[config.mk]
export PLATFORM = sky130hd
export DESIGN_NAME = cpu_top
export DESIGN_NICKNAME = d
export VERILOG_FILES = /design/src/logic/cpu_pkg.sv /design/src/logic/instr_decoder.sv /design/src/logic/cpu_controller.sv /design/src/logic/register_file.sv /design/src/logic/datapath.sv /design/src/logic/cpu_top.sv
export SDC_FILE = /design/constraint.sdc
export NUM_CORES = 1
export LEC_CHECK = 0
export BUFFER_PORTS_ARGS = -buffer_cell sky130_fd_sc_hd__buf_2
export CORE_ASPECT_RATIO = 1.1
export CORE_UTILIZATION = 55
export CTS_BUF_LIST = sky130_fd_sc_hd__clkbuf_8
export DETAILED_ROUTE_END_ITERATION = 7
export PLACE_DENSITY = 0.75
export SLEW_MARGIN = 15
export SYNTH_ARGS = -nofsm -noshare
export SYNTH_HDL_FRONTEND = slang
export SYNTH_SLANG_ARGS = --single-unit
[constraint.sdc]
create_clock -name clk -period 4 [get_ports clk]
set_input_delay 0.6 -clock clk [delete_from_list [all_inputs] [get_ports clk]]
set_output_delay 0.6 -clock clk [all_outputs]
set_load 0.01 [all_outputs]
[src/logic/cpu_pkg.sv]
package cpu_pkg;

    // ------------------------------------------------------------
    // Widths
    // ------------------------------------------------------------
    localparam int word_width     = 16;
    localparam int reg_count      = 8;
    localparam int reg_addr_width = 3;

    // ------------------------------------------------------------
    // Opcodes and operation codes
    // ------------------------------------------------------------
    localparam logic [2:0] opc_alu  = 3'b101;
    localparam logic [2:0] opc_move = 3'b110;

    localparam logic [1:0] alu_add = 2'b00;
    localparam logic [1:0] alu_cmp = 2'b01;
    localparam logic [1:0] alu_and = 2'b10;
    localparam logic [1:0] alu_mvn = 2'b11;

    localparam logic [1:0] mov_reg = 2'b00;  // Move from Rm through the shifter.
    localparam logic [1:0] mov_imm = 2'b10;  // Move of the sign-extended imm8.

    localparam logic [1:0] sh_none = 2'b00;
    localparam logic [1:0] sh_lsl  = 2'b01;
    localparam logic [1:0] sh_lsr  = 2'b10;
    localparam logic [1:0] sh_asr  = 2'b11;

    localparam logic [1:0] rsel_rd = 2'b01;
    localparam logic [1:0] rsel_rn = 2'b10;

    localparam logic [1:0] wb_c   = 2'b00;
    localparam logic [1:0] wb_imm = 2'b10;

    // ------------------------------------------------------------
    // Instruction formats
    // ------------------------------------------------------------
    typedef struct packed {
        logic [2:0] opcode;
        logic [1:0] op;
        logic [2:0] rn;
        logic [2:0] rd;
        logic [1:0] shift;
        logic [2:0] rm;
    } instr_alu_t;

    typedef struct packed {
        logic [2:0] opcode;
        logic [1:0] op;
        logic [2:0] rn;
        logic [7:0] imm8;
    } instr_imm_t;

    typedef union packed {
        instr_alu_t alu;
        instr_imm_t imm;
    } instr_u;

    typedef struct packed {
        logic [2:0]                opcode;
        logic [1:0]                op;
        logic [reg_addr_width-1:0] rn;
        logic [reg_addr_width-1:0] rd;
        logic [reg_addr_width-1:0] rm;
        logic [1:0]                shift;
        logic [word_width-1:0]     sximm8;
        logic                      illegal;
    } decode_t;

    typedef struct packed {
        logic       en_a;
        logic       en_b;
        logic       en_c;
        logic       en_status;
        logic       w_en;
        logic [1:0] reg_sel;
        logic [1:0] wb_sel;
    } ctrl_t;

    typedef struct packed {
        logic z;
        logic n;
        logic v;
    } status_t;

endpackage

[src/logic/instr_decoder.sv]
`timescale 1ns/1ps

module instr_decoder (
    input  logic            clk,
    input  logic            rst_n,
    input  cpu_pkg::instr_u instr,
    input  logic            load,
    output cpu_pkg::decode_t dec
);
    import cpu_pkg::*;

    instr_u ir;
    logic   is_imm;
    logic   is_alu;
    logic   is_move;

    always_ff @(posedge clk) begin
        if (!rst_n) begin
            ir <= '0;
        end else if (load) begin
            ir <= instr;  // Captured on the handshake edge.
        end
    end

    // Opcode, op and rn sit at the same bits in both views.
    assign is_alu  = (ir.alu.opcode == opc_alu);
    assign is_move = (ir.alu.opcode == opc_move);
    assign is_imm  = is_move && (ir.imm.op == mov_imm);

    always_comb begin
        dec.opcode = ir.alu.opcode;
        dec.op     = ir.alu.op;
        dec.rn     = ir.alu.rn;
        if (is_imm) begin
            dec.rd     = '0;
            dec.rm     = '0;
            dec.shift  = sh_none;
            dec.sximm8 = {{(word_width-8){ir.imm.imm8[7]}}, ir.imm.imm8};
        end else begin
            dec.rd     = ir.alu.rd;
            dec.rm     = ir.alu.rm;
            dec.shift  = ir.alu.shift;
            dec.sximm8 = '0;
        end
        dec.illegal = !(is_alu || is_imm || (is_move && ir.alu.op == mov_reg));
    end

endmodule

[src/logic/cpu_controller.sv]
`timescale 1ns/1ps

module cpu_controller (
    input  logic             clk,
    input  logic             rst_n,
    input  logic             instr_valid,
    input  cpu_pkg::decode_t dec,
    output logic             waiting,
    output cpu_pkg::ctrl_t   ctrl
);
    import cpu_pkg::*;

    typedef enum logic [3:0] {
        s_wait,
        s_decode,
        s_alu,
        s_move,
        s_write_imm,
        s_load_a,
        s_load_b,
        s_compute,
        s_write_rd,
        s_status
    } state_t;

    state_t state;
    state_t state_next;
    logic   is_cmp;

    assign is_cmp = (dec.opcode == opc_alu) && (dec.op == alu_cmp);

    // ------------------------------------------------------------
    // State register and next-state logic
    // ------------------------------------------------------------
    always_ff @(posedge clk) begin
        if (!rst_n) begin
            state <= s_wait;
        end else begin
            state <= state_next;
        end
    end

    always_comb begin
        state_next = state;
        case (state)
            s_wait: begin
                if (instr_valid) begin
                    state_next = s_decode;
                end
            end
            s_decode: begin
                if (dec.illegal) begin
                    state_next = s_wait;  // Dropped without a write.
                end else if (dec.opcode == opc_alu) begin
                    state_next = s_alu;
                end else begin
                    state_next = s_move;
                end
            end
            s_alu: begin
                if (dec.op == alu_mvn) begin
                    state_next = s_load_b;  // MVN has no Rn operand.
                end else begin
                    state_next = s_load_a;
                end
            end
            s_move: begin
                if (dec.op == mov_imm) begin
                    state_next = s_write_imm;
                end else begin
                    state_next = s_load_b;
                end
            end
            s_load_a:    state_next = s_load_b;
            s_load_b:    state_next = s_compute;
            s_compute: begin
                if (is_cmp) begin
                    state_next = s_status;
                end else begin
                    state_next = s_write_rd;
                end
            end
            s_write_imm: state_next = s_wait;
            s_write_rd:  state_next = s_wait;
            s_status:    state_next = s_wait;
            default:     state_next = s_wait;
        endcase
    end

    // ------------------------------------------------------------
    // Moore outputs
    // ------------------------------------------------------------
    always_comb begin
        waiting = 1'b0;
        ctrl    = '0;
        case (state)
            s_wait: begin
                waiting = 1'b1;
            end
            s_load_a: begin
                ctrl.en_a    = 1'b1;
                ctrl.reg_sel = rsel_rn;
            end
            s_load_b: begin
                ctrl.en_b = 1'b1;  // The datapath reads Rm here.
            end
            s_compute: begin
                ctrl.en_c = 1'b1;
            end
            s_status: begin
                ctrl.en_status = 1'b1;
            end
            s_write_rd: begin
                ctrl.w_en    = 1'b1;
                ctrl.reg_sel = rsel_rd;
                ctrl.wb_sel  = wb_c;
            end
            s_write_imm: begin
                ctrl.w_en    = 1'b1;
                ctrl.reg_sel = rsel_rn;
                ctrl.wb_sel  = wb_imm;
            end
            default: begin
                ctrl = '0;
            end
        endcase
    end

endmodule

[src/logic/register_file.sv]
`timescale 1ns/1ps

module register_file (
    input  logic                               clk,
    input  logic                               rst_n,
    input  logic                               w_en,
    input  logic [cpu_pkg::reg_addr_width-1:0] w_addr,
    input  logic [cpu_pkg::reg_addr_width-1:0] r_addr,
    input  logic [cpu_pkg::word_width-1:0]     w_data,
    output logic [cpu_pkg::word_width-1:0]     r_data
);
    import cpu_pkg::*;

    logic [word_width-1:0] regs [reg_count];

    // ------------------------------------------------------------
    // Write port
    // ------------------------------------------------------------
    always_ff @(posedge clk) begin
        if (!rst_n) begin
            for (int i = 0; i < reg_count; i++) begin
                regs[i] <= '0;
            end
        end else if (w_en) begin
            regs[w_addr] <= w_data;
        end
    end

    // ------------------------------------------------------------
    // Read port
    // ------------------------------------------------------------
    assign r_data = regs[r_addr];  // A and B see the read in the same cycle.

endmodule

[src/logic/datapath.sv]
`timescale 1ns/1ps

module datapath (
    input  logic                               clk,
    input  logic                               rst_n,
    input  cpu_pkg::decode_t                   dec,
    input  cpu_pkg::ctrl_t                     ctrl,
    output logic [cpu_pkg::reg_addr_width-1:0] wb_reg,
    output logic [cpu_pkg::word_width-1:0]     wb_data,
    output cpu_pkg::status_t                   status
);
    import cpu_pkg::*;

    localparam int msb = word_width - 1;

    logic [reg_addr_width-1:0] sel_addr;
    logic [word_width-1:0]     r_data;
    logic [word_width-1:0]     a_q;
    logic [word_width-1:0]     b_q;
    logic [word_width-1:0]     c_q;
    logic [word_width-1:0]     b_sh;
    logic [word_width-1:0]     ain;
    logic [word_width-1:0]     alu_out;
    status_t                   status_next;

    // ------------------------------------------------------------
    // Register file and address select
    // ------------------------------------------------------------
    always_comb begin
        if (ctrl.en_b) begin
            sel_addr = dec.rm;
        end else if (ctrl.reg_sel == rsel_rd) begin
            sel_addr = dec.rd;
        end else begin
            sel_addr = dec.rn;
        end
    end

    register_file u_regs (
        .clk    (clk),
        .rst_n  (rst_n),
        .w_en   (ctrl.w_en),
        .w_addr (sel_addr),
        .r_addr (sel_addr),
        .w_data (wb_data),
        .r_data (r_data)
    );

    // ------------------------------------------------------------
    // Operand and result registers
    // ------------------------------------------------------------
    always_ff @(posedge clk) begin
        if (ctrl.en_a) begin
            a_q <= r_data;
        end
        if (ctrl.en_b) begin
            b_q <= r_data;
        end
        if (ctrl.en_c) begin
            c_q <= alu_out;
        end
    end

    // ------------------------------------------------------------
    // Shifter and ALU
    // ------------------------------------------------------------
    always_comb begin
        case (dec.shift)
            sh_lsl:  b_sh = {b_q[msb-1:0], 1'b0};
            sh_lsr:  b_sh = {1'b0, b_q[msb:1]};
            sh_asr:  b_sh = {b_q[msb], b_q[msb:1]};
            default: b_sh = b_q;
        endcase
    end

    // A move-register has op 00 and adds the shifted Rm to zero.
    assign ain = (dec.opcode == opc_move) ? '0 : a_q;

    always_comb begin
        case (dec.op)
            alu_add: alu_out = ain + b_sh;
            alu_cmp: alu_out = ain - b_sh;
            alu_and: alu_out = ain & b_sh;
            default: alu_out = ~b_sh;
        endcase
    end

    // ------------------------------------------------------------
    // Status register
    // ------------------------------------------------------------
    // C holds Rn - shifted Rm while A and B are still the operands.
    assign status_next.z = (c_q == '0);
    assign status_next.n = c_q[msb];
    assign status_next.v = (a_q[msb] != b_sh[msb]) && (c_q[msb] != a_q[msb]);

    always_ff @(posedge clk) begin
        if (!rst_n) begin
            status <= '0;
        end else if (ctrl.en_status) begin
            status <= status_next;
        end
    end

    assign wb_reg  = sel_addr;
    assign wb_data = (ctrl.wb_sel == wb_imm) ? dec.sximm8 : c_q;

endmodule

[src/logic/cpu_top.sv]
`timescale 1ns/1ps

module cpu_top (
    input  logic             clk,
    input  logic             rst_n,
    input  cpu_pkg::instr_u  instr,
    input  logic             instr_valid,
    output logic             instr_ready,
    output logic             wb_valid,
    output logic [2:0]       wb_reg,
    output logic [15:0]      wb_data,
    output cpu_pkg::status_t status
);
    import cpu_pkg::*;

    decode_t dec;
    ctrl_t   ctrl;
    logic    waiting;
    logic    load;

    assign load        = instr_valid && waiting;  // The handshake transfer.
    assign instr_ready = waiting;
    assign wb_valid    = ctrl.w_en;

    instr_decoder u_decoder (
        .clk   (clk),
        .rst_n (rst_n),
        .instr (instr),
        .load  (load),
        .dec   (dec)
    );

    cpu_controller u_controller (
        .clk         (clk),
        .rst_n       (rst_n),
        .instr_valid (instr_valid),
        .dec         (dec),
        .waiting     (waiting),
        .ctrl        (ctrl)
    );

    datapath u_datapath (
        .clk     (clk),
        .rst_n   (rst_n),
        .dec     (dec),
        .ctrl    (ctrl),
        .wb_reg  (wb_reg),
        .wb_data (wb_data),
        .status  (status)
    );

endmodule

==> results of run 1 <==
registers in the layout (all words and copies together) (netlist names):
signal	cells
u_datapath.u_regs.regs	128
u_datapath.a_q	16
u_datapath.b_q	16
u_datapath.c_q	16
u_decoder.ir	16
u_controller.state	4
u_datapath.status	3
cells by family (layout without fill, tap and decap cells):
logic type                 after synthesis  after routing  share of synthesized area (%)
and+or+nand+nor                        521            521                           22.5
AOI/OAI and AO/OA                      214            214                           14.2
DFF                                    199            199                           54.1
buffers and inverters                  103            212                           4.23
xor gates and xnor gates                27             27                           2.23
adders and majority gates               18             18                           2.19
muxes                                    6              6                          0.601
worst max path at each step:
stage / start / to / slack, ns
after floorplan: u_controller.state[1]$_SDFFE_PN0P_ / u_datapath.u_regs.regs[6][0]$_SDFFCE_PN0P_ / 0.04
after global placement: u_decoder.ir[13]$_SDFFE_PN0P_ / u_datapath.c_q[15]$_DFFE_PP_ / -0.11
after detailed placement: u_decoder.ir[13]$_SDFFE_PN0P_ / u_datapath.c_q[15]$_DFFE_PP_ / -0.18
after CTS: u_decoder.ir[12]$_SDFFE_PN0P_ / u_datapath.c_q[14]$_DFFE_PP_ / 0.0001
after global routing: u_decoder.ir[13]$_SDFFE_PN0P_ / u_datapath.c_q[15]$_DFFE_PP_ / -0.18
final: u_decoder.ir[13]$_SDFFE_PN0P_ / u_datapath.c_q[15]$_DFFE_PP_ / 0.08
through the flow:
step                hold WS (ns)  instance area [um2]  instances  setup WS [ns]
finish                     0.362                12200       1440         0.0762
global route               0.348                12200       1440         -0.177
CTS                        0.349                12000       1426       0.000108
detailed placement         0.467                11500       1393         -0.179
global placement           0.460                11500       1393         -0.105
floorplan                  0.444                10600       1088         0.0425
per-layer routing:
metal / share of wire [%] / wire length [um]
met1: 41 / 11400
met2: 52 / 14200
met3: 5.8 / 1610
met4: 1.3 / 348
met5: 0 / 0
final cells by class:
class	instances	area, um2
fill	1496	6440
sequential	199	5760
multi-input combinational	786	4630
timing repair buffer	146	1010
tap	243	304
clock buffer	17	234
clock inverter	15	170
inverter	34	128
placed cells by master (no fill, tap or decap), types with 7 or more instances in the layout:
cell      count
nor3_1        7
nor2_1      171
a21oi_2       8
edfxtp_1    176
buf_4       100
buf_2        42
nand3_1      43
and2_0        7
xor2_1       12
a311oi_1     16
a211o_1       9
a21oi_1      38
nand2_1     182
inv_1        33
and2_1       41
and3_1       19
o21ai_1       8
a21boi_0     16
xnor2_1      15
a22oi_1      14
clkbuf_8     17
nand3b_1     15
a211oi_1     19
o21ai_0      24
a31o_2       16
dfxtp_1      17
ha_1         12
power by group through the flow:
stage               Clock [uW]  Combinational, uW  Sequential, uW
global placement             0                683            2400
detailed placement           0                689            2400
finish                    1320                762            2350
CTS                       1320                700            2350
global route              1390                828            2360
floorplan                    0                459            2390
critical path, delay by kind of cell, from the launching register on:
kind | cells | cell delay (ns)
DFF | 1 | 0.34
xor gates and xnor gates | 2 | 0.22
and+or+nand+nor | 5 | 1.11
buffers and inverters | 1 | 0.14
AOI/OAI and AO/OA | 8 | 1.61
adders and majority gates | 1 | 0.37
timing repair:
item | CTS | global route
setup buffers | 1 | 15
endpoints found under the hold margin | 0 | 0
gates resized for setup | 4 | 51
setup endpoints to repair | 5 | 7
pin swaps | 1 | 28
==> impl_metrics.py, run 1 <==
metrics = {
    "grt": {
        "antenna_found_initial": 0,
        "gr-usage-met3_pct": 3.29,
        "grt.total_usage_pct": 28.2,
        "grt-busiest-layer": "met2",
        "grtUsageMet1_pct": 37.1,
        "grt_pass1_vias": 7846,
        "met2_usage_pct": 49.0,
        "grt_remaining_overflow": 0,
        "grt_pass1_wl_mm": 42.4,
        "grt_max_degree": 68,
    },
    "clock_network": {
        "htree_levels": 4,
        "cts.path.max_buffers": 2,
        "cts_tree": "built",
        "cts.clk_slew.worst_paths_ns": 0.12,
        "cts_buffers": 17,
        "cts_sinks": 199,
        "clockRootBuffer": "clkbuf_8",
        "holdBufCountCts": 0,
        "clk_latency_ns": 0.48,
    },
    "synth": {
        "synth_area_mm2": 0.0106,
        "async_reset_ff_share_pct": 0,
        "yosysWarnings": 0,
        "synth_common_cells": "184 x nand2_1, 176 x edfxtp_1, 173 x nor2_1",
        "synth_edf_count": 176,
        "ys_seq_area_share_pct": 54.1,
        "syn-num-nets": 1125,
        "synth-seq-cells": 199,
        "synth_top_area_share_pct": 49.7,
        "netlist-cell-type-count": 69,
        "synth.area.top_cells": "edfxtp_1 50%, nand2_1 6.5%, nor2_1 6.1%",
        "synthCells": 1088,
        "synth.most_common_cell": "nand2_1",
        "synth_ff_type": "edfxtp_1",
        "syn_avg_cell_area_um2": 9.77,
        "yosys.area.top_type": "edfxtp_1",
    },
    "power": {
        "max-vdd-ir-drop_mv": 0.256,
        "power_density_mw_per_mm2": 362,
        "seqPwrFrac_pct": 53.1,
        "combPwrFrac_pct": 17.2,
        "clkPwrFrac_pct": 29.7,
        "switching_power_uw": 1210,
        "switching_share_pct": 27.3,
        "p_leak_uw": 0.00488,
        "p_total_uw": 4430,
        "p_int_uw": 3220,
    },
    "job": {
        "maxCapViolations": 0,
    },
    "sta": {
        "slew_headroom_pct": 42.7,
        "fin_crit_sh_pct": 98.1,
        "clock_skew_ns": 0.0209,
        "hold_viol_final": 0,
        "tightest_slew_ns": 0.858,
        "rsz0062_at_grt": "yes",
        "tns_ns": 0,
        "post-route-min-period_ns": 3.92,
        "setup_viol": 0,
        "slew_violations": 0,
        "fmax_mhz": 255,
    },
    "setup_path": {
        "start_kind": "flip-flop",
        "endpoint_kind": "flip-flop",
        "rr_worst_depth": 17,
        "cpPeakStageDelay_ns": 0.37,
        "regToRegStartpoint": "u_decoder.ir[13]$_SDFFE_PN0P_",
        "r2r_slack_ns": 0.08,
        "rr_endpoint": "u_datapath.c_q[15]$_DFFE_PP_",
        "slowest_stage": "ha_2",
        "worstPathCellList": "and3b_2, buf_6, a22oi_2, a211o_1, nor4_4, and2b_1, a31o_2, and2_1, xor2_1, ha_2, nand3_1, o31ai_4, a211oi_2, o21a_1, xnor2_1, a221o_1, o21ai_1",
        "crit_type": "reg -> reg",
        "cp.required_ns": 4.34,
        "cp.arrival_ns": 4.27,
        "crit_fanout": 6,
    },
    "finish": {
        "utilization_pct": 65.5,
        "area_growth_pct": 15.1,
        "drive_gt1_share_pct": 21.3,
        "antenna_cells": 0,
        "final_nets": 1221,
    },
    "placement": {
        "gp_congestion": 0.945,
        "io_buffers": 42,
        "dp_hpwl_mm": 19.0,
    },
    "floorplan": {
        "start_util_pct": 56.9,
        "die_w_um": 135,
        "core_mm2": 0.0187,
        "die-area_mm2": 0.0199,
        "die_y_um": 148,
        "num_io_pins": 43,
        "rows": 52,
    },
    "hold_path": {
        "min_from": "instr[3]",
        "hold_end": "u_decoder.ir[3]$_SDFFE_PN0P_",
        "hold_class": "in -> reg",
        "min_delay_path_depth": 3,
    },
    "drt": {
        "first_pass_iters": 5,
        "ant_nets": 0,
        "wire_per_inst_um": 19.1,
        "drc": 0,
        "vias": 8528,
        "routed_wl_mm": 27.5,
        "drt-initial-drc-count": 859,
        "viasPerCell": 5.92,
    },
    "outcome": {
        "outcome": "finished, final reports clean",
    },
}
No activity file was read; power rests on OpenSTA's default activity.
==> inputs of run 2 (changes only) <==
- CORE_ASPECT_RATIO: 1.1 -> 1.5
==> impl_metrics.py, run 2 (synthesized netlist as in run 1, its figures left out) <==
metrics = {
    "grt": {
        "grt_pass1_vias": 8165,
        "grt.total_usage_pct": 28.3,
        "grt_remaining_overflow": 0,
        "antenna_found_initial": 0,
        "grt_pass1_wl_mm": 42.0,
        "grt_max_degree": 50,
    },
    "power": {
        "p_total_uw": 4470,
        "p_leak_uw": 0.00497,
        "max-vdd-ir-drop_mv": 0.308,
        "power_density_mw_per_mm2": 363,
    },
    "sta": {
        "final.hold.worst_slack_ns": 0.368,
        "tns_ns": 0,
        "post-route-min-period_ns": 3.92,
        "fmax_mhz": 255,
        "setup_viol": 0,
        "clock_skew_ns": 0.0138,
        "hold_viol_final": 0,
        "slew_violations": 0,
        "slew_headroom_pct": 44.2,
        "fin_crit_sh_pct": 98.0,
        "tightest_slew_ns": 0.836,
        "rsz0062_at_grt": "yes",
    },
    "drt": {
        "wire_per_inst_um": 18.6,
        "ant_nets": 0,
        "vias": 8600,
        "drt-initial-drc-count": 681,
        "drc": 0,
        "viasPerCell": 5.88,
        "first_pass_iters": 7,
        "routed_wl_mm": 27.2,
    },
    "floorplan": {
        "die_y_um": 172,
        "rows": 61,
        "die_w_um": 115,
        "core_mm2": 0.0187,
        "die-area_mm2": 0.0199,
        "start_util_pct": 56.8,
        "num_io_pins": 43,
    },
    "finish": {
        "fin_cells": 1462,
        "largest_reg_flops": 128,
        "utilization_pct": 65.9,
        "drive_gt1_share_pct": 21.1,
        "mostFrequentLayoutCells": "182 x nand2_1, 176 x edfxtp_1, 173 x nor2_1, 112 x buf_4, 43 x nand3_1",
        "multi_input_area_mm2": 0.00458,
        "top_register": "u_datapath.u_regs.regs",
        "regArea_mm2": 0.00576,
        "fill_cells": 1514,
        "layout_commonest_cell": "nand2_1",
        "area_growth_pct": 16.1,
        "antenna_cells": 0,
        "final_nets": 1234,
    },
    "job": {
        "maxCapViolations": 0,
    },
    "hold_path": {
        "hold_class": "in -> reg",
    },
    "placement": {
        "place_inst": 1423,
        "gp_congestion": 0.911,
        "io_buffers": 42,
        "dp_hpwl_mm": 19.2,
    },
    "clock_network": {
        "htree_levels": 4,
        "clockRootBuffer": "clkbuf_8",
        "cts_tree": "built",
        "cts.clk_slew.worst_paths_ns": 0.09,
        "cts_sinks": 199,
        "holdBufCountCts": 0,
        "cts.path.max_buffers": 2,
        "clk_latency_ns": 0.47,
        "cts_buffers": 17,
    },
    "setup_path": {
        "crit_fanout": 7,
        "start_kind": "flip-flop",
        "cp.required_ns": 4.33,
        "worstPathCellList": "and3b_2, buf_6, a22oi_2, a211o_1, nor4_4, and2b_1, a31o_2, and2_4, buf_6, o21ai_2, xor2_1, ha_1, a21o_1, nand2_1, inv_2, a211oi_2, o21a_1, xnor2_1, a221o_1, o21ai_1",
        "crit_type": "reg -> reg",
        "cpMostUsedCell": "buf_6",
        "endpoint_kind": "flip-flop",
        "cp.arrival_ns": 4.25,
        "cpPeakStageDelay_ns": 0.35,
        "slowest_stage": "a221o_1",
    },
    "outcome": {
        "outcome": "finished, final reports clean",
    },
}
-- run 2: critical path, delay by kind of cell (launching register included) --
family                     cells  cell delay, ns
buffers and inverters          3            0.28
adders and majority gates      1            0.33
and+or+nand+nor                5            0.99
AOI/OAI and AO/OA              9            1.64
xor gates and xnor gates       2            0.22
DFF                            1            0.34
-- run 2: power breakdown --
part           switching, uW  total [uW]  leakage (uW)  internal [uW]
Sequential              23.3        2350       0.00195           2330
Clock                    656        1360      0.000232            702
Combinational            437         764       0.00279            327
-- run 2: through the flow --
stage               instance area [um2]  worst slack, ns
floorplan                         10600           0.0425
global placement                  11700           -0.111
detailed placement                11700           -0.306
CTS                               12200          -0.0284
global route                      12300           -0.127
finish                            12300           0.0782
-- run 2: metal layers --
layer | vias up | track usage [%] | part of all wire (%)
met5 | - | 0 | 0
met4 | 0 | 13.8 | 3.2
met3 | 64 | 4.31 | 5.9
met2 | 314 | 50.7 | 53
met1 | 4162 | 32.8 | 38
li1 | 4060 | - | -
-- run 2: timing repair --
action                                  in CTS  in global routing
setup buffers                                0                  7
gates resized for setup                      7                 36
pin swaps                                    0                 21
endpoints found under the setup margin       2                  6
gates cloned                                 0                  0
-- run 2: layout make-up --
| class | count | share of cell area (%) |
|---|---|---|
| well taps | 252 | 2.56 |
| repair buffers | 159 | 9.12 |
| multi-input cells | 786 | 37.2 |
| clock inverters | 13 | 1.34 |
| inverters | 34 | 1.03 |
| clock buffers | 19 | 2.12 |
| flip-flops and latches | 199 | 46.7 |
-- run 2: worst paths after layout --
path                                       from                      endpoint  slack, ns  cells past startpoint
setup / recovery  u_decoder.ir[13]$_SDFFE_PN0P_  u_datapath.c_q[15]$_DFFE_PP_       0.08                     20
hold / removal                         instr[3]  u_decoder.ir[3]$_SDFFE_PN0P_       0.37                      3
setup reg to reg  u_decoder.ir[13]$_SDFFE_PN0P_  u_datapath.c_q[15]$_DFFE_PP_       0.08                     20
hold reg to reg    u_decoder.ir[6]$_SDFFE_PN0P_  u_decoder.ir[6]$_SDFFE_PN0P_       0.48                      2
